### config.mk
export PLATFORM = sky130hd
export DESIGN_NAME = read_channel_flat
export DESIGN_NICKNAME = d
export VERILOG_FILES = /design/src/logic/dma_pkg.sv /design/src/logic/mem_bus_if.sv /design/src/logic/burst_align.sv /design/src/logic/read_channel.sv /design/src/flat_wrapper.sv
export SDC_FILE = /design/constraint.sdc
export NUM_CORES = 1
export LEC_CHECK = 0
export BUFFER_PORTS_ARGS = -buffer_cell sky130_fd_sc_hd__buf_2
export CORE_MARGIN = 2
export CORE_UTILIZATION = 40
export DETAILED_ROUTE_END_ITERATION = 8
export GPL_TIMING_DRIVEN = 0
export PLACE_DENSITY = 0.69
export RECOVER_POWER = 50
export REMOVE_ABC_BUFFERS = 1
export SLEW_MARGIN = 5
export SYNTH_ARGS = -nofsm -noshare
export SYNTH_HDL_FRONTEND = slang
export SYNTH_SLANG_ARGS = --single-unit
### constraint.sdc
create_clock -name clk_i -period 1.8 [get_ports clk_i]
set_input_delay 0.36 -clock clk_i [delete_from_list [all_inputs] [get_ports clk_i]]
set_output_delay 0.36 -clock clk_i [all_outputs]
set_load 0.02 [all_outputs]
### src/logic/dma_pkg.sv
package dma_pkg;

   localparam int DATA_W      = 32;
   localparam int BYTES_W     = 2;    // byte offset within a word

   localparam int MEM_DEPTH   = 256;
   localparam int MEM_AW      = 8;

   localparam int N_CHAN      = 2;
   localparam int N_REQ       = N_CHAN + 1;  // channels plus apb

   localparam int CNT_W       = 8;

   localparam int APB_AW      = 12;
   localparam int MEM_WIN_BIT = 11;   // set: word window at paddr[9:2]

   // per channel register block
   localparam logic [APB_AW-1:0] REG_SRC     = 'h0;
   localparam logic [APB_AW-1:0] REG_CNT     = 'h4;
   localparam logic [APB_AW-1:0] REG_CTRL    = 'h8;
   localparam logic [APB_AW-1:0] CHAN_STRIDE = 'h10;

endpackage

### src/logic/mem_bus_if.sv
`timescale 1ns/1ps

interface mem_bus_if;
   import dma_pkg::*;

   logic              req;
   logic              we;
   logic [MEM_AW-1:0] addr;
   logic [DATA_W-1:0] wdata;
   logic              gnt;
   logic              rvalid;  // one cycle after an accepted read
   logic [DATA_W-1:0] rdata;

   modport requester (
      output req, we, addr, wdata,
      input  gnt, rvalid, rdata
   );

   modport server (
      input  req, we, addr, wdata,
      output gnt, rvalid, rdata
   );

endinterface

### src/logic/burst_align.sv
`timescale 1ns/1ps

module burst_align (
   input  logic                         clk_i,
   input  logic                         rst_i,
   input  logic                         start_i,
   input  logic [dma_pkg::BYTES_W-1:0]  offset_i,
   input  logic                         in_valid_i,
   input  logic                         in_last_i,
   input  logic [dma_pkg::DATA_W-1:0]   in_data_i,
   output logic                         out_valid_o,
   output logic                         out_last_o,
   output logic [dma_pkg::DATA_W-1:0]   out_data_o
);
   import dma_pkg::*;

   logic [DATA_W-1:0]   stored_q;
   logic                have_q;   // stored_q holds a word of this burst
   logic                armed_q;
   logic [2*DATA_W-1:0] pair;

   // upper bytes of stored word, topped up from the incoming one
   assign pair        = {in_data_i, stored_q};
   assign out_data_o  = pair[{offset_i, 3'b000} +: DATA_W];
   assign out_valid_o = have_q & in_valid_i;
   assign out_last_o  = out_valid_o & in_last_i;

   always_ff @(posedge clk_i or posedge rst_i) begin
      if (rst_i) begin
         have_q  <= 1'b0;
         armed_q <= 1'b0;
      end else begin
         if (start_i) begin
            have_q  <= 1'b0;
            armed_q <= 1'b1;
         end else if (in_valid_i) begin
            have_q <= 1'b1;
         end
      end
   end

   always_ff @(posedge clk_i) begin
      if (in_valid_i) begin
         stored_q <= in_data_i;
      end
   end

   // data before the first start would be joined with garbage
   a_no_data_before_start: assert property (
      @(posedge clk_i) disable iff (rst_i) !armed_q |-> !in_valid_i
   );

endmodule

### src/logic/read_channel.sv
`timescale 1ns/1ps

module read_channel (
   input  logic                                         clk_i,
   input  logic                                         rst_i,
   input  logic                                         start_i,
   input  logic [dma_pkg::MEM_AW+dma_pkg::BYTES_W-1:0]  src_i,   // byte address
   input  logic [dma_pkg::CNT_W-1:0]                    cnt_i,
   output logic                                         busy_o,
   mem_bus_if.requester                                 mem,
   output logic                                         out_valid_o,
   output logic                                         out_last_o,
   output logic [dma_pkg::DATA_W-1:0]                   out_data_o
);
   import dma_pkg::*;

   typedef logic [CNT_W:0] count_t;  // one extra read beyond cnt

   logic [MEM_AW-1:0]  addr_q;
   logic [BYTES_W-1:0] offset_q;
   count_t             issue_q;    // reads left to issue
   count_t             ret_q;      // words left to come back
   logic               busy_q;
   logic               go;
   logic               final_ret;

   assign go        = start_i & ~busy_q;  // start while busy is dropped
   assign busy_o    = busy_q;
   assign final_ret = ret_q == count_t'(1);

   assign mem.req   = busy_q && (issue_q != '0);
   assign mem.we    = 1'b0;
   assign mem.addr  = addr_q;
   assign mem.wdata = '0;

   always_ff @(posedge clk_i or posedge rst_i) begin
      if (rst_i) begin
         busy_q   <= 1'b0;
         addr_q   <= '0;
         offset_q <= '0;
         issue_q  <= '0;
         ret_q    <= '0;
      end else if (go) begin
         busy_q   <= 1'b1;
         addr_q   <= src_i[MEM_AW+BYTES_W-1:BYTES_W];
         offset_q <= src_i[BYTES_W-1:0];
         issue_q  <= {1'b0, cnt_i} + 1'b1;
         ret_q    <= {1'b0, cnt_i} + 1'b1;
      end else begin
         if (mem.req && mem.gnt) begin
            addr_q  <= addr_q + 1'b1;  // wraps at memory end
            issue_q <= issue_q - 1'b1;
         end
         if (mem.rvalid) begin
            ret_q <= ret_q - 1'b1;
            if (final_ret) begin
               busy_q <= 1'b0;  // last aligned word leaves this cycle
            end
         end
      end
   end

   burst_align u_align (
      .clk_i       (clk_i),
      .rst_i       (rst_i),
      .start_i     (go),
      .offset_i    (offset_q),
      .in_valid_i  (mem.rvalid),
      .in_last_i   (final_ret),
      .in_data_i   (mem.rdata),
      .out_valid_o (out_valid_o),
      .out_last_o  (out_last_o),
      .out_data_o  (out_data_o)
   );

   // a stray response means the arbiter routed someone else's read here
   a_rvalid_outstanding: assert property (
      @(posedge clk_i) disable iff (rst_i) mem.rvalid |-> (ret_q != issue_q)
   );

endmodule

### src/flat_wrapper.sv
// flat-port wrapper written by rule: the top's interface ports become plain ports
module read_channel_flat import dma_pkg::*;
  (clk_i, rst_i, start_i, src_i, cnt_i, busy_o, out_valid_o, out_last_o, out_data_o, mem_req, mem_we, mem_addr, mem_wdata, mem_gnt, mem_rvalid, mem_rdata);
  mem_bus_if mem_i ();
  input  logic clk_i;
  input  logic rst_i;
  input  logic start_i;
  input  logic [dma_pkg::MEM_AW+dma_pkg::BYTES_W-1:0] src_i;
  input  logic [dma_pkg::CNT_W-1:0] cnt_i;
  output logic busy_o;
  output logic out_valid_o;
  output logic out_last_o;
  output logic [dma_pkg::DATA_W-1:0] out_data_o;
  output wire logic [$bits(mem_i.req)-1:0] mem_req;
  output wire logic [$bits(mem_i.we)-1:0] mem_we;
  output wire logic [$bits(mem_i.addr)-1:0] mem_addr;
  output wire logic [$bits(mem_i.wdata)-1:0] mem_wdata;
  input wire logic [$bits(mem_i.gnt)-1:0] mem_gnt;
  input wire logic [$bits(mem_i.rvalid)-1:0] mem_rvalid;
  input wire logic [$bits(mem_i.rdata)-1:0] mem_rdata;
  assign mem_req = mem_i.req;
  assign mem_we = mem_i.we;
  assign mem_addr = mem_i.addr;
  assign mem_wdata = mem_i.wdata;
  assign mem_i.gnt = mem_gnt;
  assign mem_i.rvalid = mem_rvalid;
  assign mem_i.rdata = mem_rdata;
  read_channel u_core (.clk_i(clk_i), .rst_i(rst_i), .start_i(start_i), .src_i(src_i), .cnt_i(cnt_i), .busy_o(busy_o), .mem(mem_i), .out_valid_o(out_valid_o), .out_last_o(out_last_o), .out_data_o(out_data_o));
endmodule
# ---- After elaboration in Yosys (flattened, before gate mapping)
# Cells that the tools add are included.
dict set report totals {
  inputBits 55
  elab_cells 35
  regBits 62
}
dict set report op_classes {
  n_addsub 4
  n_eq_ne 1
  n_shift 1
  bitwise_logic 4
  mux 11
  reduce_logical 7
}
# cell n
set op_table {}
lappend op_table {{variable part select 64 x 6 -> 32 bit} 1}
lappend op_table {{2-to-1 mux 9 bit} 4}
lappend op_table {{subtractor 9 x 1 -> 9 bit, second input constant} 2}
lappend op_table {{2-to-1 mux 8 bit} 2}
lappend op_table {{adder 8 x 1 -> 9 bit, second input constant} 1}
lappend op_table {{== test 9 x 1 -> 1 bit, second input constant} 1}
lappend op_table {{nonzero test 9 bit} 1}
lappend op_table {{adder 8 x 1 -> 8 bit, second input constant} 1}
lappend op_table {{nonzero test 2 bit} 3}
lappend op_table {{2-to-1 mux 1 bit} 5}
lappend op_table {{AND 1 bit} 3}
lappend op_table {{logical AND 1 bit} 2}
lappend op_table {{AND reduction 2 bit} 1}
lappend op_table {{inverter 1 bit} 1}

# ---- Depth between registers and ports, before layout
# Gate-level depths: netlist of run 1.
dict set report depth {
  ltp_word 5
  mapped_depth 7
  mapped_depth_nobuf 6
}

# ---- Hierarchy
# A second synthesis of run 1 with hierarchy kept.
dict set report unflattened {
  hier_cells 309
  hier_area_um2 3875.0
}
# module area_each_um2 instances seq_area_each_um2 cells_each
set by_module_without_submodules {}
lappend by_module_without_submodules {read_channel 2038.2 1 725.7 232}
lappend by_module_without_submodules {burst_align 1836.8 1 985.9 77}

# ---- Worst setup path after synthesis of run 1
# Ideal clock, no wire load.
dict set report synth_timing {
  kind {register to output}
  startpoint {register u_core.offset_q[0]}
  endpoint {output port out_data_o[0] in the netlist's numbering}
  path_stages_with_launch 4
  t_required_ns 1.440
  path_buffers 2
  t_arrival_ns 1.495
  slack_ns -0.055
  path_cell_list {dfrtp_1 > clkbuf_1 > buf_2 > mux4_2}
}
dict set report synth_via {
  elab_chain_cells 1
}
# element line_no
set synth_rtl {}
lappend synth_rtl {{from (decl)} read_channel.sv:20} ;# logic [BYTES_W-1:0] offset_q;
lappend synth_rtl {{from (signal assigned)} read_channel.sv:46} ;# offset_q <= src_i[BYTES_W-1:0];
lappend synth_rtl {{variable part select 64 x 6 -> 32 bit} burst_align.sv:24} ;# assign out_data_o = pair[{offset_i, 3'b000} +: DATA_W];
lappend synth_rtl {{to (decl)} flat_wrapper.sv:13} ;# output logic [dma_pkg::DATA_W-1:0] out_data_o;
# No other way between the ends.

# ---- Worst setup path in the final report of run 1
dict set report layout_timing {
  startpoint {register u_core.offset_q[0]}
  endpoint {output port out_data_o[13] in the netlist's numbering}
}
# The elaborated chain is that of the path after synthesis.

==> run_results.csv, run 1 <==
group,metric,value,unit
drt,drtIter0Drc,125,
global_route,overflow,0,
worst_hold_path,min_path_cells,1,
yosys,yosysUniqueCellTypes,54,
final_layout,layout_common_cells,"buf_2 (48), buf_6 (35), conb_1 (33)",
floorplan,io_pins,132,
sta,setup_slack,-337,ps
final_layout,regArea,0.00172,mm²
clock_tree,numCtsBuffers,9,
sta,rsz0062_at_grt,"true",
sta,slew_headroom,64.4,%
power,power,8.21,mW
clock_tree,clock_latency,340,ps
clock_tree,clkTransAtPathRegs,70,ps
final_layout,layout_commonest_cell,"buf_2",
sta,period_needed,2140,ps
place,hpwl,5.89,mm
run_status,status,"finished, violations left",
critical_path,cp-end-kind,"primary output",
clock_tree,clockBufferDepth,2,
place,pre_cts_slack,-697,ps
yosys,syn-cell-area,0.00384,mm²
sta,fmax,468,MHz
sta,setup_tns,-8510,ps
final_layout,layout-drive-gt1-share,41.8,%
yosys,ys.flop_type,"edfxtp_1",
floorplan,initial_core_util,41.4,%
sta,drv_slew,0,
sta,hold_viol,0,
clock_tree,htree_levels,3,
global_route,first_global_vias,2854,
final_layout,n_antenna_cell,0,
drt,vias,3070,
final_layout,nFillCells,795,
drt,route.detailed.drc,0,
global_route,grt_pass1_wl,14.3,mm
place,port-buffer-count,98,
clock_tree,cts_tree,"built",
critical_path,cp.required,1440,ps
final_layout,multi_input_area,0.00200,mm²
drt,drt-total-wl,9.47,mm
final_layout,fin_cells,576,
run_status,violations,"negative setup slack",
global_route,gr-usage-all-layers,17.6,%
place,dp_cells,520,
yosys,synthArstFlopShare,48.4,%
yosys,yosys_warnings,0,
global_route,grt_max_degree,45,
worst_hold_path,hp-class,"input port to flop",
sta,setup_viol,35,
critical_path,crit_fanout,8,
critical_path,r2r_cells,8,
sta,fin_skew,4.35,ps
drt,detail_route.vias_per_cell,5.33,
sta,finalCritPeriodShare,119,%
final_layout,nets,502,
power,leakage,2.11,nW
floorplan,die_width,102,µm
power,ir_drop,0.890,mV
yosys,post_synth.cell_area_avg,12.5,µm²
yosys,ys_ff_latch,62,
critical_path,critPathKind,"flop to primary output",
drt,ant_nets,0,
floorplan,core-area,0.00928,mm²
sta,worst_pin_slew,534,ps
critical_path,start_kind,"flop",
drt,detail_route.wl_per_cell,16.4,µm
floorplan,die_y,102,µm
final_layout,area_delta_synth_final,34.8,%
drt,dr.pass1.iters,4,
yosys,syn_inst,308,
clock_tree,cts_sinks,62,
critical_path,arrival,1780,ps
floorplan,num_rows,35,
yosys,synth_edf_count,32,
power,power_density,1580,mW/mm²
flow_run,cap_violations,0,
global_route,antenna_found_initial,0,
clock_tree,cts-root-buf,"clkbuf_8",
place,gp_congestion,0.818,
floorplan,die_area,0.0104,mm²
yosys,seq_area_frac_synth,44.5,%
==> critical path, cell delays in order, from the launching register on <==
cell and delay, ps:
dfrtp_2 470, buf_6 140, buf_12 130, mux4_2 540, buf_6 150
==> path summary, 6_finish.rpt <==
kind,start,endpoint,slack [ps]
hold / removal,mem_rdata[28],u_core.u_align.stored_q[28]$_DFFE_PP_,190
setup reg to reg,u_core.issue_q[0]$_DFFE_PP0P_,u_core.issue_q[4]$_DFFE_PP0P_,-40
min in group asynchronous,rst_i,u_core.offset_q[1]$_DFFE_PP0P_,550
hold reg to reg,u_core.u_align.have_q$_DFFE_PP0P_,u_core.u_align.have_q$_DFFE_PP0P_,550
setup / recovery,u_core.offset_q[0]$_DFFE_PP0P_,out_data_o[13],-340
max in group asynchronous,rst_i,u_core.ret_q[7]$_DFFE_PP0P_,820
==> metrics by stage <==
| step | instance area, µm² | hold WS, ps | util (%) |
|---|---|---|---|
| final | 5180 | 192 | 55.8 |
| after floorplan | 3640 | 445 | - |
| after global routing | 5180 | 173 | 55.8 |
| after detailed placement | 4330 | 537 | 46.6 |
| after CTS | 4970 | 180 | 53.5 |
| after global placement | 4290 | 484 | 46.2 |
==> kinds of logic after synthesis <==
group,count (synthesis),share of synthesized area [%]
compound gates,48,9.28
xor+xnor,14,3.19
fa+ha+maj,5,1.63
buf+inv,58,9.35
flops,62,44.5
mux,33,19.0
other cells,1,0.0976
simple gates,87,12.9
==> synth_stat cells (2+ instances only) <==
cell       n  area share (%)
xnor2_1   11             2.5
o21ai_0    8             1.0
clkbuf_1   6            0.59
nand4_1    5            0.81
edfxtp_1  32              25
nor3_1     7            0.91
ha_1       5             1.6
a211oi_1   5            0.98
buf_4     33             6.4
or3_1      2            0.33
a21oi_1    6            0.78
a21o_1     2            0.39
dfrtp_1   30              20
a311oi_1   5             1.1
nor4_1     5            0.81
nor2b_1    3            0.49
inv_1      9            0.88
and2_1     2            0.33
o32a_1     4             1.0
or4_1      2            0.39
mux4_2    32              19
xor2_1     3            0.68
nand3_1    8             1.0
buf_2      8             1.0
o211a_1    3            0.78
nor2_1    18             1.8
nand2_1   23             2.2
a31oi_1    4            0.65
nor4_4     2             1.1
==> cell type report <==
type / instances / share of cell area (%)
well taps: 129 / 3.12
multi-input cells: 221 / 38.6
clock buffers: 11 / 2.54
flip-flops and latches: 62 / 33.1
inverters: 9 / 0.652
repair buffers: 139 / 21.4
clock inverters: 5 / 0.507
==> per-layer routing <==
| metal | track usage [%] | wire [µm] | vias to the layer above | part of all wire, % |
|---|---|---|---|---|
| li1 | - | - | 1400 | - |
| met1 | 23.5 | 4000 | 1534 | 42 |
| met2 | 29.4 | 4790 | 125 | 51 |
| met3 | 3.97 | 611 | 11 | 6.5 |
| met4 | 4.82 | 77 | 0 | 0.81 |
| met5 | 0 | 0 | - | 0 |
==> power by group <==
group | internal (mW) | switching [mW]
clock | 0.488 | 0.553
sequential | 1.87 | 0.441
combinational | 2.56 | 2.29
total | 4.92 | 3.29
==> sequential cells by signal, indices dropped and copies added, names as in the netlist <==
name and cells:
u_core.mem.addr 8, u_core.u_align.stored_q 32, u_core.busy_o 1, u_core.ret_q 9, u_core.offset_q 2, u_core.u_align.have_q 1, u_core.issue_q 9
==> timing repair <==
action | in CTS | in global routing
pin swaps | 10 | 8
gates cloned | 2 | 2
hold buffers | 0 | 1
setup endpoints to repair | 56 | 41
resized for setup | 63 | 30
endpoints found under the hold margin | 0 | 10
buffers inserted | 25 | 10
(Power assumes the default switching activity.)
==> inputs of run 2 (changes only) <==
- ABC_AREA: unset -> 1
- PLACE_DENSITY: 0.69 -> 0.68
==> run 2 against run 1 <==
  * The run still ends with negative setup slack left
  * Flip-flop and latch count did not move
  * Via count rose by 33%
  * Sequential power barely moved
  * Global-route usage rose by 1.6 points
  * Clock power rose by 15%
  * Non-clock buffer count fell by 14
  * Die area rose by 5.1%
  * Maximum frequency rose by 4.9%
  * Synthesized cell count rose by 72%
  * Area after synthesis rose by 5.3%
==> run_results.csv, run 2 <==
group,metric,value,unit
flow_run,cap_violations,0,
power,power_density,1830,mW/mm²
place,pre_cts_slack,-2200,ps
critical_path,cp-end-kind,"primary output",
clock_tree,htree_levels,3,
sta,fmax,491,MHz
yosys,ys_ff_latch,62,
yosys,syn_inst,529,
run_status,status,"finished, violations left",
critical_path,r2r_start,"u_core.busy_o$_DFFE_PP0P_",
final_layout,n_antenna_cell,0,
drt,drt-total-wl,11.6,mm
final_layout,layout_commonest_cell,"nand2_1",
place,gp_congestion,0.826,
drt,ant_nets,0,
sta,setup_viol,33,
final_layout,largest_register,"u_core.u_align.stored_q",
final_layout,largestRegisters,"u_core.u_align.stored_q (32), u_core.issue_q (9), u_core.ret_q (9)",
yosys,post_synth.cell_area_avg,7.65,µm²
place,port-buffer-count,98,
global_route,overflow,0,
final_layout,largest_register_ffs,32,
yosys,seq_area_frac_synth,42.3,%
yosys,yosysTopAreaCell,"edfxtp_1",
critical_path,crit_fanout,8,
sta,worst_pin_slew,1100,ps
floorplan,die_width,105,µm
floorplan,core-area,0.00982,mm²
place,hpwl,6.77,mm
sta,setup_tns,-5500,ps
final_layout,layout-drive-gt1-share,27.4,%
power,leakage,2.52,nW
sta,setup_slack,-236,ps
yosys,yosysUniqueCellTypes,34,
critical_path,r2r_cells,7,
clock_tree,ctsHoldBuffers,0,
clock_tree,cts_tree,"built",
sta,fin_skew,6.65,ps
clock_tree,cts-root-buf,"clkbuf_8",
worst_hold_path,hp-class,"input port to async pin",
critical_path,crit_end,"out_data_o[20]",
floorplan,initial_core_util,41.2,%
sta,drv_slew,0,
drt,vias,4068,
final_layout,layout_common_cells,"nand2_1 (134), nand3_1 (47), buf_2 (43)",
global_route,grt_pass1_wl,17.1,mm
clock_tree,clock_latency,340,ps
yosys,yosysTopAreaCellShare,23.7,%
clock_tree,numCtsBuffers,9,
critical_path,r2r_end,"u_core.issue_q[3]$_DFFE_PP0P_",
yosys,synth_edf_count,32,
floorplan,num_rows,36,
critical_path,cp-startpoint,"u_core.offset_q[0]$_DFFE_PP0P_",
sta,worst_hold_slack,151,ps
yosys,synthTopCellsByArea,"edfxtp_1 (24%), dfrtp_1 (19%), nand2_1 (13%)",
drt,drtIter0Drc,232,
drt,route.detailed.drc,0,
power,ir_drop,0.981,mV
drt,detail_route.vias_per_cell,5.20,
global_route,first_global_vias,3635,
yosys,yosysMostFrequentCell,"nand2_1",
yosys,synthArstFlopShare,48.4,%
global_route,grt_max_degree,46,
yosys,syn-cell-area,0.00405,mm²
yosys,netlist_top_cells_count,"nand2_1 (136), o21ai_0 (53), inv_1 (49)",
final_layout,final_util,54.5,%
critical_path,arrival,1680,ps
clock_tree,clockBufferDepth,2,
final_layout,area_delta_synth_final,32.1,%
drt,dr.pass1.iters,6,
floorplan,die_area,0.0109,mm²
clock_tree,clkTransAtPathRegs,70,ps
sta,hold_viol,0,
floorplan,io_pins,132,
sta,period_needed,2040,ps
run_status,violations,"negative setup slack",
floorplan,die_y,105,µm
clock_tree,cts_sinks,62,
critical_path,critPathKind,"flop to primary output",
yosys,yosys_warnings,0,
yosys,ys.flop_type,"edfxtp_1",
critical_path,cp.required,1440,ps
sta,rsz0062_at_grt,"true",
final_layout,nets,705,
sta,slew_headroom,26.0,%
critical_path,r2r_slack,190,ps
critical_path,start_kind,"flop",
global_route,gr-usage-all-layers,19.3,%
sta,finalCritPeriodShare,113,%
global_route,antenna_found_initial,0,
drt,detail_route.wl_per_cell,14.8,µm
[run 2: changes by cell type in the layout (fill, tap and decap cells not counted), sizes merged, moves of 6 or more]
cell   delta
a21oi    +17
inv      +44
a22oi    +10
xnor2    -10
nand2   +117
nor4      -7
buf      -15
nor2     +16
mux4     -32
o22ai    +10
nor3      -6
mux2i     +9
o21ai    +44
nand3    +40
[run 2: how the worst min path moves through the flow]
stage                                              from                                    end  slack (ps)  cells after the start
after floorplan                                   rst_i              u_core.busy_o$_DFFE_PP0P_         450                      1
after global placement    u_core.issue_q[1]$_DFFE_PP0P_          u_core.issue_q[1]$_DFFE_PP0P_         490                      2
after detailed placement  u_core.issue_q[1]$_DFFE_PP0P_          u_core.issue_q[1]$_DFFE_PP0P_         500                      2
after CTS                                 mem_rdata[26]  u_core.u_align.stored_q[26]$_DFFE_PP_         180                      1
after global routing                      mem_rdata[26]  u_core.u_align.stored_q[26]$_DFFE_PP_         160                      1
final                                             rst_i         u_core.offset_q[0]$_DFFE_PP0P_         150                      2
[run 2: cell families after synthesis]
kind of cell	synth area share [%]
AO/OA/AOI/OAI	14.7
XOR/XNOR	0.866
adder cells (fa/ha/maj)	1.55
buffers and inverters	13.6
flip-flops	42.3
multiplexers	2.47
other	0.0926
AND/OR/NAND/NOR	24.4
[run 2: critical path: stages (launching register included)]
cell and delay [ps]:
dfrtp_4 510, buf_12 150, buf_12 140, mux2i_4 190, o21ai_1 160, buf_4 170
[run 2: timing repair]
action                                  4_1_cts  5_1_grt
gates cloned                                  1        4
endpoints found under the setup margin       63       35
setup buffers                                16       11
resized for setup                            46       97
pin swaps                                     3       15
[run 2: per-stage QoR]
step | instances | cell area (µm²) | power [mW]
after global placement | 736 | 4470 | 6.56
after detailed placement | 736 | 4470 | 6.68
after floorplan | 505 | 3810 | 5.37
final | 783 | 5350 | 9.80
after CTS | 768 | 4910 | 8.57
after global routing | 783 | 5350 | 10.5
[run 2: cell type report]
| type | count | area [µm²] |
|---|---|---|
| Tap cell | 133 | 166 |
| Clock buffer | 10 | 128 |
| Fill cell | 936 | 4470 |
| Timing Repair inverter | 4 | 43.8 |
| Timing Repair Buffer | 125 | 875 |
| Inverter | 52 | 214 |
| Sequential cell | 62 | 1720 |
| Clock inverter | 6 | 63.8 |
| Multi-Input combinational cell | 391 | 2140 |
[run 2: power breakdown]
group | leakage (nW) | switching (mW) | internal (mW)
Combinational | 1.75 | 3.70 | 2.59
Clock | 0.0923 | 0.568 | 0.637
Sequential | 0.680 | 0.417 | 1.90
[run 2: per-layer routing]
metal,GRT usage (%),vias to the layer above,part of all wire [%]
met3,4.37,12,6.9
met5,0,-,0
met1,24.7,1932,42
met2,32.2,167,50
li1,-,1957,-
met4,6.48,0,0.85
