===== src/logic/dma_pkg.sv =====
package dma_pkg;

   localparam int DATA_W      = 32;
   localparam int BYTES_W     = 2;    // byte offset within a word

   localparam int MEM_DEPTH   = 256;
   localparam int MEM_AW      = 8;

   localparam int N_CHAN      = 2;
   localparam int N_REQ       = N_CHAN + 1;  // channels plus apb

   localparam int CNT_W       = 8;

   localparam int APB_AW      = 12;
   localparam int MEM_WIN_BIT = 11;   // set: word window at paddr[9:2]

   // per channel register block
   localparam logic [APB_AW-1:0] REG_SRC     = 'h0;
   localparam logic [APB_AW-1:0] REG_CNT     = 'h4;
   localparam logic [APB_AW-1:0] REG_CTRL    = 'h8;
   localparam logic [APB_AW-1:0] CHAN_STRIDE = 'h10;

endpackage


===== src/logic/mem_bus_if.sv =====
`timescale 1ns/1ps

interface mem_bus_if;
   import dma_pkg::*;

   logic              req;
   logic              we;
   logic [MEM_AW-1:0] addr;
   logic [DATA_W-1:0] wdata;
   logic              gnt;
   logic              rvalid;  // one cycle after an accepted read
   logic [DATA_W-1:0] rdata;

   modport requester (
      output req, we, addr, wdata,
      input  gnt, rvalid, rdata
   );

   modport server (
      input  req, we, addr, wdata,
      output gnt, rvalid, rdata
   );

endinterface


===== src/logic/apb_regs.sv =====
`timescale 1ns/1ps

module apb_regs (
   input  logic                                         clk_i,
   input  logic                                         rst_i,
   input  logic                                         psel_i,
   input  logic                                         penable_i,
   input  logic                                         pwrite_i,
   input  logic [dma_pkg::APB_AW-1:0]                   paddr_i,
   input  logic [dma_pkg::DATA_W-1:0]                   pwdata_i,
   output logic [dma_pkg::DATA_W-1:0]                   prdata_o,
   output logic                                         pready_o,
   mem_bus_if.requester                                 mem,
   output logic [dma_pkg::MEM_AW+dma_pkg::BYTES_W-1:0]  src_o [dma_pkg::N_CHAN],
   output logic [dma_pkg::CNT_W-1:0]                    cnt_o [dma_pkg::N_CHAN],
   output logic [dma_pkg::N_CHAN-1:0]                   start_o,
   input  logic [dma_pkg::N_CHAN-1:0]                   busy_i
);
   import dma_pkg::*;

   logic              access;
   logic              win;
   logic              reg_wr;
   logic              rd_issued_q;  // window read waiting on rvalid
   logic [APB_AW-1:0] chan_sel;
   logic [APB_AW-1:0] reg_off;

   assign access   = psel_i & penable_i;
   assign win      = paddr_i[MEM_WIN_BIT];
   assign reg_wr   = access & ~win & pwrite_i;
   assign chan_sel = paddr_i / CHAN_STRIDE;
   assign reg_off  = paddr_i % CHAN_STRIDE;

   assign mem.req   = access & win & ~rd_issued_q;
   assign mem.we    = pwrite_i;
   assign mem.addr  = paddr_i[MEM_AW+1:2];
   assign mem.wdata = pwdata_i;

   always_comb begin
      pready_o = 1'b0;
      if (access) begin
         if (!win) begin
            pready_o = 1'b1;  // no wait states on registers
         end else if (pwrite_i) begin
            pready_o = mem.gnt;
         end else begin
            pready_o = mem.rvalid;
         end
      end
   end

   always_comb begin
      prdata_o = '0;
      if (win) begin
         prdata_o = mem.rdata;
      end else begin
         for (int c = 0; c < N_CHAN; c++) begin
            if (chan_sel == c) begin
               case (reg_off)
                  REG_SRC:  prdata_o = DATA_W'(src_o[c]);
                  REG_CNT:  prdata_o = DATA_W'(cnt_o[c]);
                  REG_CTRL: prdata_o = DATA_W'(busy_i[c]);
                  default:  prdata_o = '0;
               endcase
            end
         end
      end
   end

   // any write to ctrl kicks the channel
   always_comb begin
      for (int c = 0; c < N_CHAN; c++) begin
         start_o[c] = reg_wr && (chan_sel == c) && (reg_off == REG_CTRL);
      end
   end

   always_ff @(posedge clk_i or posedge rst_i) begin
      if (rst_i) begin
         rd_issued_q <= 1'b0;
         for (int c = 0; c < N_CHAN; c++) begin
            src_o[c] <= '0;
            cnt_o[c] <= '0;
         end
      end else begin
         if (mem.req && mem.gnt && !pwrite_i) begin
            rd_issued_q <= 1'b1;
         end else if (mem.rvalid) begin
            rd_issued_q <= 1'b0;
         end
         for (int c = 0; c < N_CHAN; c++) begin
            if (reg_wr && chan_sel == c) begin
               if (reg_off == REG_SRC) begin
                  src_o[c] <= pwdata_i[MEM_AW+BYTES_W-1:0];
               end
               if (reg_off == REG_CNT) begin
                  cnt_o[c] <= pwdata_i[CNT_W-1:0];
               end
            end
         end
      end
   end

endmodule


===== src/flat_wrapper.sv =====
// flat-port wrapper written by rule: the top's interface ports become plain ports
module apb_regs_flat import dma_pkg::*;
  (clk_i, rst_i, psel_i, penable_i, pwrite_i, paddr_i, pwdata_i, prdata_o, pready_o, src_o, cnt_o, start_o, busy_i, mem_req, mem_we, mem_addr, mem_wdata, mem_gnt, mem_rvalid, mem_rdata);
  mem_bus_if mem_i ();
  input  logic clk_i;
  input  logic rst_i;
  input  logic psel_i;
  input  logic penable_i;
  input  logic pwrite_i;
  input  logic [dma_pkg::APB_AW-1:0] paddr_i;
  input  logic [dma_pkg::DATA_W-1:0] pwdata_i;
  output logic [dma_pkg::DATA_W-1:0] prdata_o;
  output logic pready_o;
  output logic [dma_pkg::MEM_AW+dma_pkg::BYTES_W-1:0] src_o[dma_pkg::N_CHAN];
  output logic [dma_pkg::CNT_W-1:0] cnt_o[dma_pkg::N_CHAN];
  output logic [dma_pkg::N_CHAN-1:0] start_o;
  input  logic [dma_pkg::N_CHAN-1:0] busy_i;
  output wire logic [$bits(mem_i.req)-1:0] mem_req;
  output wire logic [$bits(mem_i.we)-1:0] mem_we;
  output wire logic [$bits(mem_i.addr)-1:0] mem_addr;
  output wire logic [$bits(mem_i.wdata)-1:0] mem_wdata;
  input wire logic [$bits(mem_i.gnt)-1:0] mem_gnt;
  input wire logic [$bits(mem_i.rvalid)-1:0] mem_rvalid;
  input wire logic [$bits(mem_i.rdata)-1:0] mem_rdata;
  assign mem_req = mem_i.req;
  assign mem_we = mem_i.we;
  assign mem_addr = mem_i.addr;
  assign mem_wdata = mem_i.wdata;
  assign mem_i.gnt = mem_gnt;
  assign mem_i.rvalid = mem_rvalid;
  assign mem_i.rdata = mem_rdata;
  apb_regs u_core (.clk_i(clk_i), .rst_i(rst_i), .psel_i(psel_i), .penable_i(penable_i), .pwrite_i(pwrite_i), .paddr_i(paddr_i), .pwdata_i(pwdata_i), .prdata_o(prdata_o), .pready_o(pready_o), .mem(mem_i), .src_o(src_o), .cnt_o(cnt_o), .start_o(start_o), .busy_i(busy_i));
endmodule

===== config.mk =====
export PLATFORM = sky130hd
export DESIGN_NAME = apb_regs_flat
export DESIGN_NICKNAME = d
export VERILOG_FILES = /design/src/logic/dma_pkg.sv /design/src/logic/mem_bus_if.sv /design/src/logic/apb_regs.sv /design/src/flat_wrapper.sv
export SDC_FILE = /design/constraint.sdc
export NUM_CORES = 1
export LEC_CHECK = 0
export BUFFER_PORTS_ARGS = -buffer_cell sky130_fd_sc_hd__clkbuf_2
export CAP_MARGIN = 20
export CORE_ASPECT_RATIO = 0.5
export CORE_UTILIZATION = 42
export DETAILED_ROUTE_END_ITERATION = 7
export GPL_ROUTABILITY_DRIVEN = 0
export PLACE_DENSITY = 0.95
export SLEW_MARGIN = 20
export SYNTH_ARGS = -nofsm -noshare
export SYNTH_HDL_FRONTEND = slang
export SYNTH_SLANG_ARGS = --single-unit

===== constraint.sdc =====
create_clock -name clk_i -period 4.1 [get_ports clk_i]
set_clock_uncertainty 0.05 [all_clocks]
set_input_delay 0.205 -clock clk_i [delete_from_list [all_inputs] [get_ports clk_i]]
set_output_delay 0.205 -clock clk_i [all_outputs]
set_load 0.05 [all_outputs]

# --- Yosys cells after proc, flatten, opt, wreduce, memory -nomap -nowiden ---
# Cells that the tools add are included.
word_totals:
  out_inout_bits: 113
  regBits: 37
  input_bits: 85
  word_cells: 39
op_classes:
  reduce_logical: 14
  muxes: 10
  n_eq_ne: 3
  bitwise: 7
op_table:
  columns: ["cell", "n"]
  rows:
  - ["$mux 32", 3]
  - ["$pmux 10 s3", 2]
  - ["$logic_not 12->1", 2]
  - ["$eq 8x1->1 const B", 1]
  - ["$reduce_and 2->1", 4]
  - ["$logic_and 1x1->1", 6]
  - ["$and 1x1->1", 5]
  - ["$mux 1", 5]
  - ["$eq 4x3->1 const B", 1]
  - ["$eq 4x4->1 const B", 1]
  - ["$not 1->1", 2]
  - ["$reduce_bool 2->1", 1]
  - ["$logic_not 1->1", 1]

# --- Longest topological paths before layout ---
# Gate-level depths: netlist of the first run.
depth:
  ltp_word: 6
  mapped_depth: 6
  mapped_depth_nobuf: 4

# --- Least setup slack after synthesis of the first run ---
# No wires, ideal clock.
synth_timing:
  path_type: "input to output"
  startpoint: "in paddr_i[11] in the netlist's numbering"
  endpoint: "out prdata_o[1] in the netlist's numbering"
  required_time_ns: 3.845
  n_path_buf: 1
  arrival_ns: 2.846
  cell_stages: 4
  path_slack_ns: 0.999
  path_cell_list: "clkbuf_1 nor4_2 nand2_1 o311ai_0"
synth_via:
  elab_chain_cells: 4
  elab_cells_between_ends: 5
  classes_between: "eq/ne: 1; mux: 3; reduce/logical: 1"
synth_rtl:
  columns: ["item", "line", "text"]
  rows:
  - ["from (decl)", "flat_wrapper.sv:10", "input logic [dma_pkg::APB_AW-1:0] paddr_i;"]
  - ["$logic_not 12->1", "apb_regs.sv:58", "if (chan_sel == c) begin"]
  - ["$mux 32 (2 in a row)", "apb_regs.sv:58", null]
  - ["$mux 32 (*)", "apb_regs.sv:54", "if (win) begin"]
  - ["to (decl)", "flat_wrapper.sv:12", "output logic [dma_pkg::DATA_W-1:0] prdata_o;"]
# Every way passes the cells marked *; elsewhere a longest branch is shown, timed or not.

# --- Worst setup path after layout of the first run ---
layout_timing:
  startpoint: "in paddr_i[11] in the netlist's numbering"
  endpoint: "out prdata_o[5] in the netlist's numbering"
# Same word-level chain as after synthesis.

==> qor.yml, run 1 <==
outcome:
  status: "complete, no violations"
worst_setup_path:
  worstSetupPathType: "primary input to output port"
  crit_required_ns: 3.85
  r2r_start: "u_core.rd_issued_q"
  start_kind: "primary input"
  reg2reg_depth: 3
  r2r_setup_slack_ns: 3.10
  crit_fanout: 38
  endpoint_kind: "output port"
  crit_arrival_ns: 2.68
  r2r-end: "u_core.rd_issued_q"
sta:
  setup_viol: 0
  rsz0062_at_grt: "false"
  fin_crit_ns: 2.94
  hold_violations: 0
  fin_crit_sh_pct: 71.7
  setup_tns_ns: 0
  drv_slew: 0
  max_freq_mhz: 340
  hold_slack_ns: 0.0837
  worst_pin_slew_ns: 0.734
  slew_headroom_pct: 50.7
finish:
  finalNetCount: 423
  final_common_cell: "clkbuf_2"
  final_cell_mix: "clkbuf_2 (153), mux2_2 (42), dfrtp_1 (37)"
  drive_gt1_share_pct: 61.8
  areaGrowthSynthToFinish_pct: 28.8
  n_antenna_cell: 0
  fillCellCount: 409
synth:
  ys_types: 32
  synth_seq_cells: 37
  synthesis.area_um2: 2390
  yosys.area_share.simple_pct: 17.2
  syn-instance-count: 225
  synth_top_area_share_pct: 38.7
  synth_top_family_by_area: "multiplexers"
  synthXorXnorAreaFrac_pct: 0
  synth_fp_nets: 310
  yosys.area.top_type: "dfrtp_1"
  ys_warn_count: 0
  synth-adder-area-share_pct: 0
  ys_seq_area_share_pct: 38.7
  synthMuxAreaShare_pct: 25.2
  synth-compound-area-share_pct: 4.44
  ys_top_cells_by_area: "dfrtp_1 (39%), mux2_2 (20%), buf_4 (13%)"
  syn_avg_cell_area_um2: 10.6
place:
  dpl.hpwl_um: 5210
  io_buffers: 153
detailed_routing:
  drt-pass1-iter-count: 4
  drtIter0Drc: 173
  drt-wirelength-per-cell_um: 18.0
  drc: 0
  routed_wl_um: 7350
  vias: 2199
  viasPerCell: 5.39
  ant_nets: 0
cts:
  clkSlewWorstSetupHoldPaths_ns: 0.05
  cts_setup_buffers: 0
  cts_tree: "built"
  clk_latency_ns: 0.27
  post_cts_resized: 0
  cts_buffers: 5
  root_buffer: "clkbuf_16"
  clockBufferDepth: 2
  htree_levels: 2
  cts.sinks: 37
global_route:
  grt_first_pass_wirelength_um: 11200
  grt_pass1_vias: 2204
  antenna_found_initial: 0
  grt.overflow.total: 0
  grt_max_degree: 39
  grt_use_total_pct: 24.0
floorplanning:
  die_h_um: 55.4
  die_area_um2: 6030
  ioPinCount: 198
  die_x_um: 109
  core_um2: 5200
  rows: 18
  start_util_pct: 46.0
pwr:
  leakage_nw: 1.72
  power.density_nw_per_um2: 322
  vdd_drop_max_mv: 0.226
  total_power_w: 0.000995
worst_hold_path:
  hold_class: "primary input to flip-flop"
  min_to: "u_core.rd_issued_q"
  hold_depth: 2
  min_from: "mem_rvalid"
job:
  drv_cap: 0
==> power by group <==
group / leakage [nW] / switching [W] / internal (W)
clock: 0.0797 / 0.000136 / 0.000282
sequential: 0.517 / 0.000000394 / 0.000366
combinational: 1.13 / 0.000155 / 0.0000551
total: 1.72 / 0.000292 / 0.000703
==> layout make-up <==
cell class / count / area (um2) / share of cell area [%]
Multi-Input combinational cell: 137 / 1120 / 36.3
Inverter: 2 / 7.51 / 0.243
Tap cell: 70 / 87.6 / 2.84
Timing Repair Buffer: 155 / 783 / 25.4
Sequential cell: 37 / 926 / 30.0
Clock inverter: 2 / 35.0 / 1.14
Clock buffer: 5 / 125 / 4.06
==> state kept, by name (all words and copies together) (netlist names) <==
register,count
u_core.src_o,20
u_core.rd_issued_q,1
u_core.cnt_o,16
==> cell families (layout without fill, tap and decap cells) <==
| kind of cell | after synthesis | after routing |
|---|---|---|
| AOI/OAI and AO/OA | 13 | 13 |
| DFF | 37 | 37 |
| and+or+nand+nor | 69 | 69 |
| muxes | 55 | 55 |
| buffers and inverters | 51 | 164 |
==> worst max path at each step <==
stage	from	end	slack (ns)	cells past startpoint
global route	paddr_i[11]	prdata_o[3]	0.97	6
detailed placement	paddr_i[11]	prdata_o[1]	1.25	6
CTS	paddr_i[11]	prdata_o[5]	1.17	6
floorplan	paddr_i[11]	prdata_o[1]	1.0	4
global placement	paddr_i[11]	prdata_o[1]	1.30	6
finish	paddr_i[11]	prdata_o[5]	1.16	6
==> stage by stage <==
stage	instances	instance area [um2]	utilization (%)	setup WS, ns
final	408	3090	59.3	1.16
after floorplan	225	2390	-	0.999
after global placement	400	2920	56.0	1.30
after detailed placement	400	2920	56.0	1.25
after CTS	408	3090	59.3	1.17
after global routing	408	3090	59.3	0.975
==> worst max-delay path, cell delays in order <==
cell,delay (ns)
clkbuf_2,0.37
or4_1,0.80
nor4_2,0.71
nand2_1,0.12
o311ai_0,0.13
clkbuf_2,0.35
==> synth_stat cells <==
library cell / number
a21oi_1: 1
and2_1: 22
and4b_1: 1
buf_1: 2
buf_2: 2
buf_4: 41
clkbuf_1: 4
dfrtp_1: 37
inv_1: 2
mux2_2: 42
mux2i_1: 13
nand2_1: 20
nand3_1: 2
nand3_2: 1
nand3b_1: 1
nand4_1: 2
nand4b_1: 1
nor2_1: 3
nor2_2: 1
nor2b_1: 1
nor3_1: 4
nor3_4: 1
nor3b_1: 1
nor4_2: 2
nor4b_2: 1
o21ai_0: 1
o2bb2ai_1: 2
o311ai_0: 6
o311ai_1: 1
o41ai_1: 2
or3_1: 4
or4_1: 1
==> metal layers <==
layer / vias up / GRT usage (%) / wire, um
met2: 132 / 44.8 / 3850
li1: 989 / - / -
met1: 1041 / 26.6 / 2690
met5: - / 0 / 0
met3: 37 / 3.54 / 491
met4: 0 / 11.4 / 317
==> timing repair <==
item                                    CTS  global route
hold endpoints to repair                 37             0
endpoints found under the setup margin    0             0
hold buffers                              1             0
Note: power is estimated with default switching activity, not from simulation.
==> run 2, diff against run 1 <==
Settings changed: CORE_UTILIZATION 42 to 39, PLACE_DENSITY 0.95 to 0.9.
Clock period 4.1 ns to 3 ns, I/O delays scaled along.
==> run 2 against run 1 <==
  * Via count fell by 3.5%
  * Clock power rose by 40%
  * Register-to-register slack got worse by 1.1 ns
  * Wire length fell by 3.4%
  * Sequential share of layout area fell by 0.32 points
  * Combinational power rose by 37%
  * Cell count rose by 1.7%
  * Count of clock-buffer cells in the layout rose by 1
  * Critical endpoint is now prdata_o[7]
  * Highest routed layer unchanged
==> qor.yml, run 2 (synthesis gave the netlist of run 1 again) <==
outcome:
  status: "complete, no violations"
pwr:
  vdd_drop_max_mv: 0.236  # +4.2%
  total_power_w: 0.00137  # +38%
  leakage_nw: 1.74  # +0.95%
  power.density_nw_per_um2: 441  # +37%
cts:
  cts.sinks: 37  # unchanged
  clk_latency_ns: 0.28  # about the same
  cts_tree: "built"
  htree_levels: 2  # unchanged
  clkSlewWorstSetupHoldPaths_ns: 0.05  # about the same
  cts_buffers: 5  # unchanged
  post_cts_resized: 0  # unchanged
  root_buffer: "clkbuf_16"
  clockBufferDepth: 2  # unchanged
worst_setup_path:
  cp_cell_sequence: "clkbuf_2 -> or4_1 -> or3_1 -> or3_1 -> o311ai_1 -> clkbuf_2"
  crit_required_ns: 2.80  # -1.05 ns
  start_kind: "primary input"
  endpoint_kind: "output port"
  worst-path-buf-inv: 2  # unchanged
  crit_fanout: 6  # -84%
  crit_family: "simple AND/OR/NAND/NOR gates"
  worstSetupPathType: "primary input to output port"
  crit_arrival_ns: 2.15  # -0.53 ns
  worst_path_max_delay_cell: "or4_1"
  max_stage_delay_ns: 0.70  # -0.10 ns
detailed_routing:
  drtIter0Drc: 143  # -17%
  viasPerCell: 5.12  # -5.1%
  ant_nets: 0  # unchanged
  drt-wirelength-per-cell_um: 17.1  # -5.0%
  drc: 0  # unchanged
  routed_wl_um: 7100  # -3.4%
  vias: 2123  # -3.5%
  drt-pass1-iter-count: 4  # unchanged
sta:
  hold_slack_ns: 0.0276  # -0.0562 ns
  max_freq_mhz: 426
  slew_headroom_pct: 59.5  # +8.8 points
  rsz0062_at_grt: "false"
  worst_pin_slew_ns: 0.608  # -0.126 ns
  setup_tns_ns: 0  # unchanged
  hold_violations: 0  # unchanged
  fin_crit_ns: 2.35
  drv_slew: 0  # unchanged
  fin_crit_sh_pct: 78.3
  setup_viol: 0  # unchanged
finish:
  finalNetCount: 426  # +0.71%
  n_antenna_cell: 0  # unchanged
  largest-register: "u_core.src_o"
  drive_gt1_share_pct: 62.0  # +0.15 points
  top_regs: "u_core.src_o (20), u_core.cnt_o (16), u_core.rd_issued_q (1)"
  fillCellCount: 481  # +18%
  areaGrowthSynthToFinish_pct: 30.3
  final_cell_mix: "clkbuf_2 (153), mux2_2 (42), dfrtp_1 (37)"
  final_common_cell: "clkbuf_2"
  largest_register_ffs: 20  # unchanged
global_route:
  grt_max_degree: 38  # -2.6%
  antenna_found_initial: 0  # unchanged
  grt.overflow.total: 0  # unchanged
  grt_use_total_pct: 21.4  # -2.6 points
  grt_pass1_vias: 2035  # -7.7%
  grt_first_pass_wirelength_um: 10500  # -6.4%
floorplanning:
  rows: 19  # +1
  core_um2: 5710  # +9.7%
  die_area_um2: 6480  # +7.5%
  ioPinCount: 198  # unchanged
  start_util_pct: 42.0  # -4.1 points
  die_h_um: 57.4  # +3.6%
  die_x_um: 113  # +3.7%
worst_hold_path:
  hold_class: "primary input to flip-flop"
job:
  drv_cap: 0  # unchanged
place:
  dpl.hpwl_um: 5530  # +6.2%
  io_buffers: 153  # unchanged
==> run 2: cell count changes in the layout (fill, tap and decap cells not counted) <==
cell and change:
clkinv_4 +1, clkinv_2 -1, buf_4 +3, clkbuf_1 +1
==> run 2: stage by stage <==
step	cell area (um2)	setup WS (ns)	util (%)	instances
after CTS	3120	0.655	54.7	415
after global placement	2940	0.675	51.6	406
after global routing	3120	0.602	54.7	415
after floorplan	2390	0.00877	-	225
final	3120	0.650	54.7	415
after detailed placement	2940	0.661	51.6	406
==> run 2: routing by layer <==
layer  part of all wire, %  up-vias  track usage (%)
li1                      -     1001                -
met5                     0        -                0
met4                   1.3        0             7.81
met3                   8.1       10             5.53
met2                    54      103             40.7
met1                    36     1009             23.3
==> run 2: what timing repair did <==
action / in CTS / in global routing
buffers inserted: 0 / 0
hold buffers: 1 / 0
endpoints found under the hold margin: 37 / 0
==> run 2: where the power goes <==
group / internal (W) / leakage (nW) / switching, W / total (W)
Combinational: 0.0000771 / 1.14 / 0.000211 / 0.000288
Sequential: 0.000500 / 0.517 / 0.000000510 / 0.000501
Clock: 0.000393 / 0.0810 / 0.000192 / 0.000586
==> run 2: path summary, 6_finish.rpt <==
path | cells past startpoint | end | from | slack, ns
worst min-delay path | 2 | u_core.rd_issued_q | mem_rvalid | 0.03
worst min register to register | 1 | u_core.src_o[13] | u_core.src_o[13] | 0.48
min in group asynchronous | 4 | u_core.src_o[2] | rst_i | 0.46
max in group asynchronous | 4 | u_core.src_o[5] | rst_i | 2.10
worst max register to register | 3 | u_core.rd_issued_q | u_core.rd_issued_q | 2.05
worst max-delay path | 6 | prdata_o[7] | paddr_i[11] | 0.65
==> run 2: cell type report <==
cell class                      instances  area [um2]  share of cell area, %
Inverter                                2        7.51                  0.241
Sequential cell                        37         926                   29.7
Clock buffer                            6         129                   4.13
Tap cell                               73        91.3                   2.93
Multi-Input combinational cell        137        1120                   35.9
Timing Repair Buffer                  158         806                   25.8
Clock inverter                          2        38.8                   1.24
==> run 3, diff against run 2 <==
Settings changed: CORE_UTILIZATION 39 to 35, PLACE_DENSITY 0.9 to 0.86.
Clock period 3 ns to 2.1 ns, I/O delays scaled along.
==> run 3 against run 2 <==
  * Combinational power up 46%
  * Cell count up 6.0%
  * Sequential cell count unchanged
  * Clock power up 26%
  * Worst setup slack worse by 0.59 ns
  * Register-to-register slack worse by 0.99 ns
  * Die area up 11%
  * Cell area up 4.4%
  * First-iteration DRC count down 34%
  * Critical path type unchanged
==> qor.yml, run 3 (synthesis gave the netlist of run 1 again) <==
floorplanning:
  die_area_um2: 7200  # +11%
  start_util_pct: 37.8  # -4.1 points
  ioPinCount: 198  # unchanged
  rows: 20  # +1
  die_h_um: 60.5  # +5.4%
  die_x_um: 119  # +5.5%
  core_um2: 6330  # +11%
cts:
  cts_setup_buffers: 0  # unchanged
  cts.sinks: 37  # unchanged
  htree_levels: 2  # unchanged
  clockBufferDepth: 2  # unchanged
  clk_latency_ns: 0.28  # about the same
  clkSlewWorstSetupHoldPaths_ns: 0.06  # about the same
  root_buffer: "clkbuf_16"
  cts_buffers: 5  # unchanged
  cts_tree: "built"
global_route:
  top_usage_layer: "met2"
  grt_max_degree: 38  # unchanged
  grt_first_pass_wirelength_um: 10200  # -2.8%
  grt_use_total_pct: 18.2  # -3.1 points
  gr-usage-met1_pct: 21.1  # -2.2 points
  use_met3_pct: 4.61  # -0.92 points
  grt_pass1_vias: 2071  # +1.8%
  grt.overflow.total: 0  # unchanged
  met2_usage_pct: 34.1  # -6.7 points
  antenna_found_initial: 0  # unchanged
pwr:
  p_int_w: 0.00127  # +31%
  swShare_pct: 32.1  # +2.7 points
  comb_power_share_pct: 22.4  # +1.4 points
  total_power_w: 0.00188  # +37%
  p_seq_share_pct: 38.1  # +1.7 points
  power.density_nw_per_um2: 576  # +31%
  leakage_nw: 1.79  # +3.0%
  clockPowerShare_pct: 39.5  # -3.1 points
  p_switching_w: 0.000602  # +49%
  vdd_drop_max_mv: 0.330  # +40%
detailed_routing:
  routed_wl_um: 6680  # -6.0%
  drt-wirelength-per-cell_um: 15.2  # -11%
  ant_nets: 0  # unchanged
  drc: 0  # unchanged
  vias: 2158  # +1.6%
  drtIter0Drc: 94  # -34%
  viasPerCell: 4.90  # -4.1%
  drt-pass1-iter-count: 4  # unchanged
worst_setup_path:
  crit_arrival_ns: 1.89  # -0.26 ns
  crit_fanout: 3  # -3
  crit_required_ns: 1.95  # -0.85 ns
  endpoint_kind: "output port"
  worstSetupPathType: "primary input to output port"
  start_kind: "primary input"
sta:
  slew_headroom_pct: 66.7  # +7.2 points
  hold_slack_ns: 0.0131  # -0.0144 ns
  hold_violations: 0  # unchanged
  fin_crit_sh_pct: 97.3
  setup_viol: 0  # unchanged
  worst_pin_slew_ns: 0.496  # -0.112 ns
  drv_slew: 0  # unchanged
  rsz0062_at_grt: "false"
  max_freq_mhz: 490
  setup_ws_ns: 0.0575  # -0.592 ns
  fin_crit_ns: 2.04
finish:
  final_common_cell: "clkbuf_2"
  n_antenna_cell: 0  # unchanged
  drive_gt1_share_pct: 65.3  # +3.4 points
  top_regs: "u_core.src_o (20), u_core.cnt_o (16), u_core.rd_issued_q (1)"
  final_cell_mix: "clkbuf_2 (152), mux2_2 (42), dfrtp_1 (37)"
  finalNetCount: 436  # +2.3%
  largest-register: "u_core.src_o"
  largest_register_ffs: 20  # unchanged
  areaGrowthSynthToFinish_pct: 36.0
  design_area_um2: 3260  # +4.4%
outcome:
  status: "complete, no violations"
place:
  pre_cts_ws_ns: 0.0768  # -0.584 ns
  place_area_um2: 3100  # +5.4%
  io_buffers: 153  # unchanged
  dpl.hpwl_um: 5290  # -4.3%
job:
  drv_cap: 0  # unchanged
worst_hold_path:
  hold_class: "primary input to flip-flop"
-- run 3: cell type report --
cell class                 count  area [um2]
clock inverter                 3        21.3
multi-input combinational    137        1170
timing repair buffer         168         896
clock buffer                   5         125
sequential                    37         926
tap                           88         110
fill                         530        3070
inverter                       2        7.51
-- run 3: power by group through the flow --
stage	clock, W	combinational [W]	sequential [W]
2_1_floorplan	0	0.000415	0.000729
3_3_place_gp	0	0.000418	0.000728
3_5_place_dp	0	0.000422	0.000728
4_1_cts	0.000742	0.000424	0.000715
5_1_grt	0.000780	0.000447	0.000715
6_report	0.000741	0.000421	0.000715
-- run 3: metal layers --
layer	vias to the layer above	part of all wire, %
met5	-	0
met4	0	1.1
met3	10	7.0
met2	86	54
met1	1043	38
li1	1019	-
-- run 3: stage by stage --
stage	utilization, %	setup TNS (ns)	cells
3_3_place_gp	49.0	0	431
6_report	51.4	0	440
2_1_floorplan	-	-1.37	225
3_5_place_dp	49.0	0	431
5_1_grt	51.4	0	440
4_1_cts	51.4	0	440
-- run 3: repair_timing --
| action | CTS | global route |
|---|---|---|
| hold endpoints to repair | 37 | 0 |
| gates resized for setup | 0 | 0 |
| hold buffers | 1 | 0 |
-- run 3: path summary, 6_finish.rpt --
check | start | end | slack [ns] | cells after the start
setup / recovery | paddr_i[9] | prdata_o[7] | 0.06 | 6
hold / removal | mem_rvalid | u_core.rd_issued_q | 0.01 | 2
setup reg to reg | u_core.rd_issued_q | u_core.rd_issued_q | 1.06 | 3
hold reg to reg | u_core.src_o[3] | u_core.src_o[3] | 0.48 | 1
max in group asynchronous | rst_i | u_core.src_o[19] | 1.26 | 4
min in group asynchronous | rst_i | u_core.src_o[2] | 0.41 | 4
-- run 3: critical path, stage by stage --
cell      delay [ns]
clkbuf_2        0.10
or4_1           0.57
or3_1           0.41
or3_1           0.39
o311ai_2        0.12
buf_12          0.18
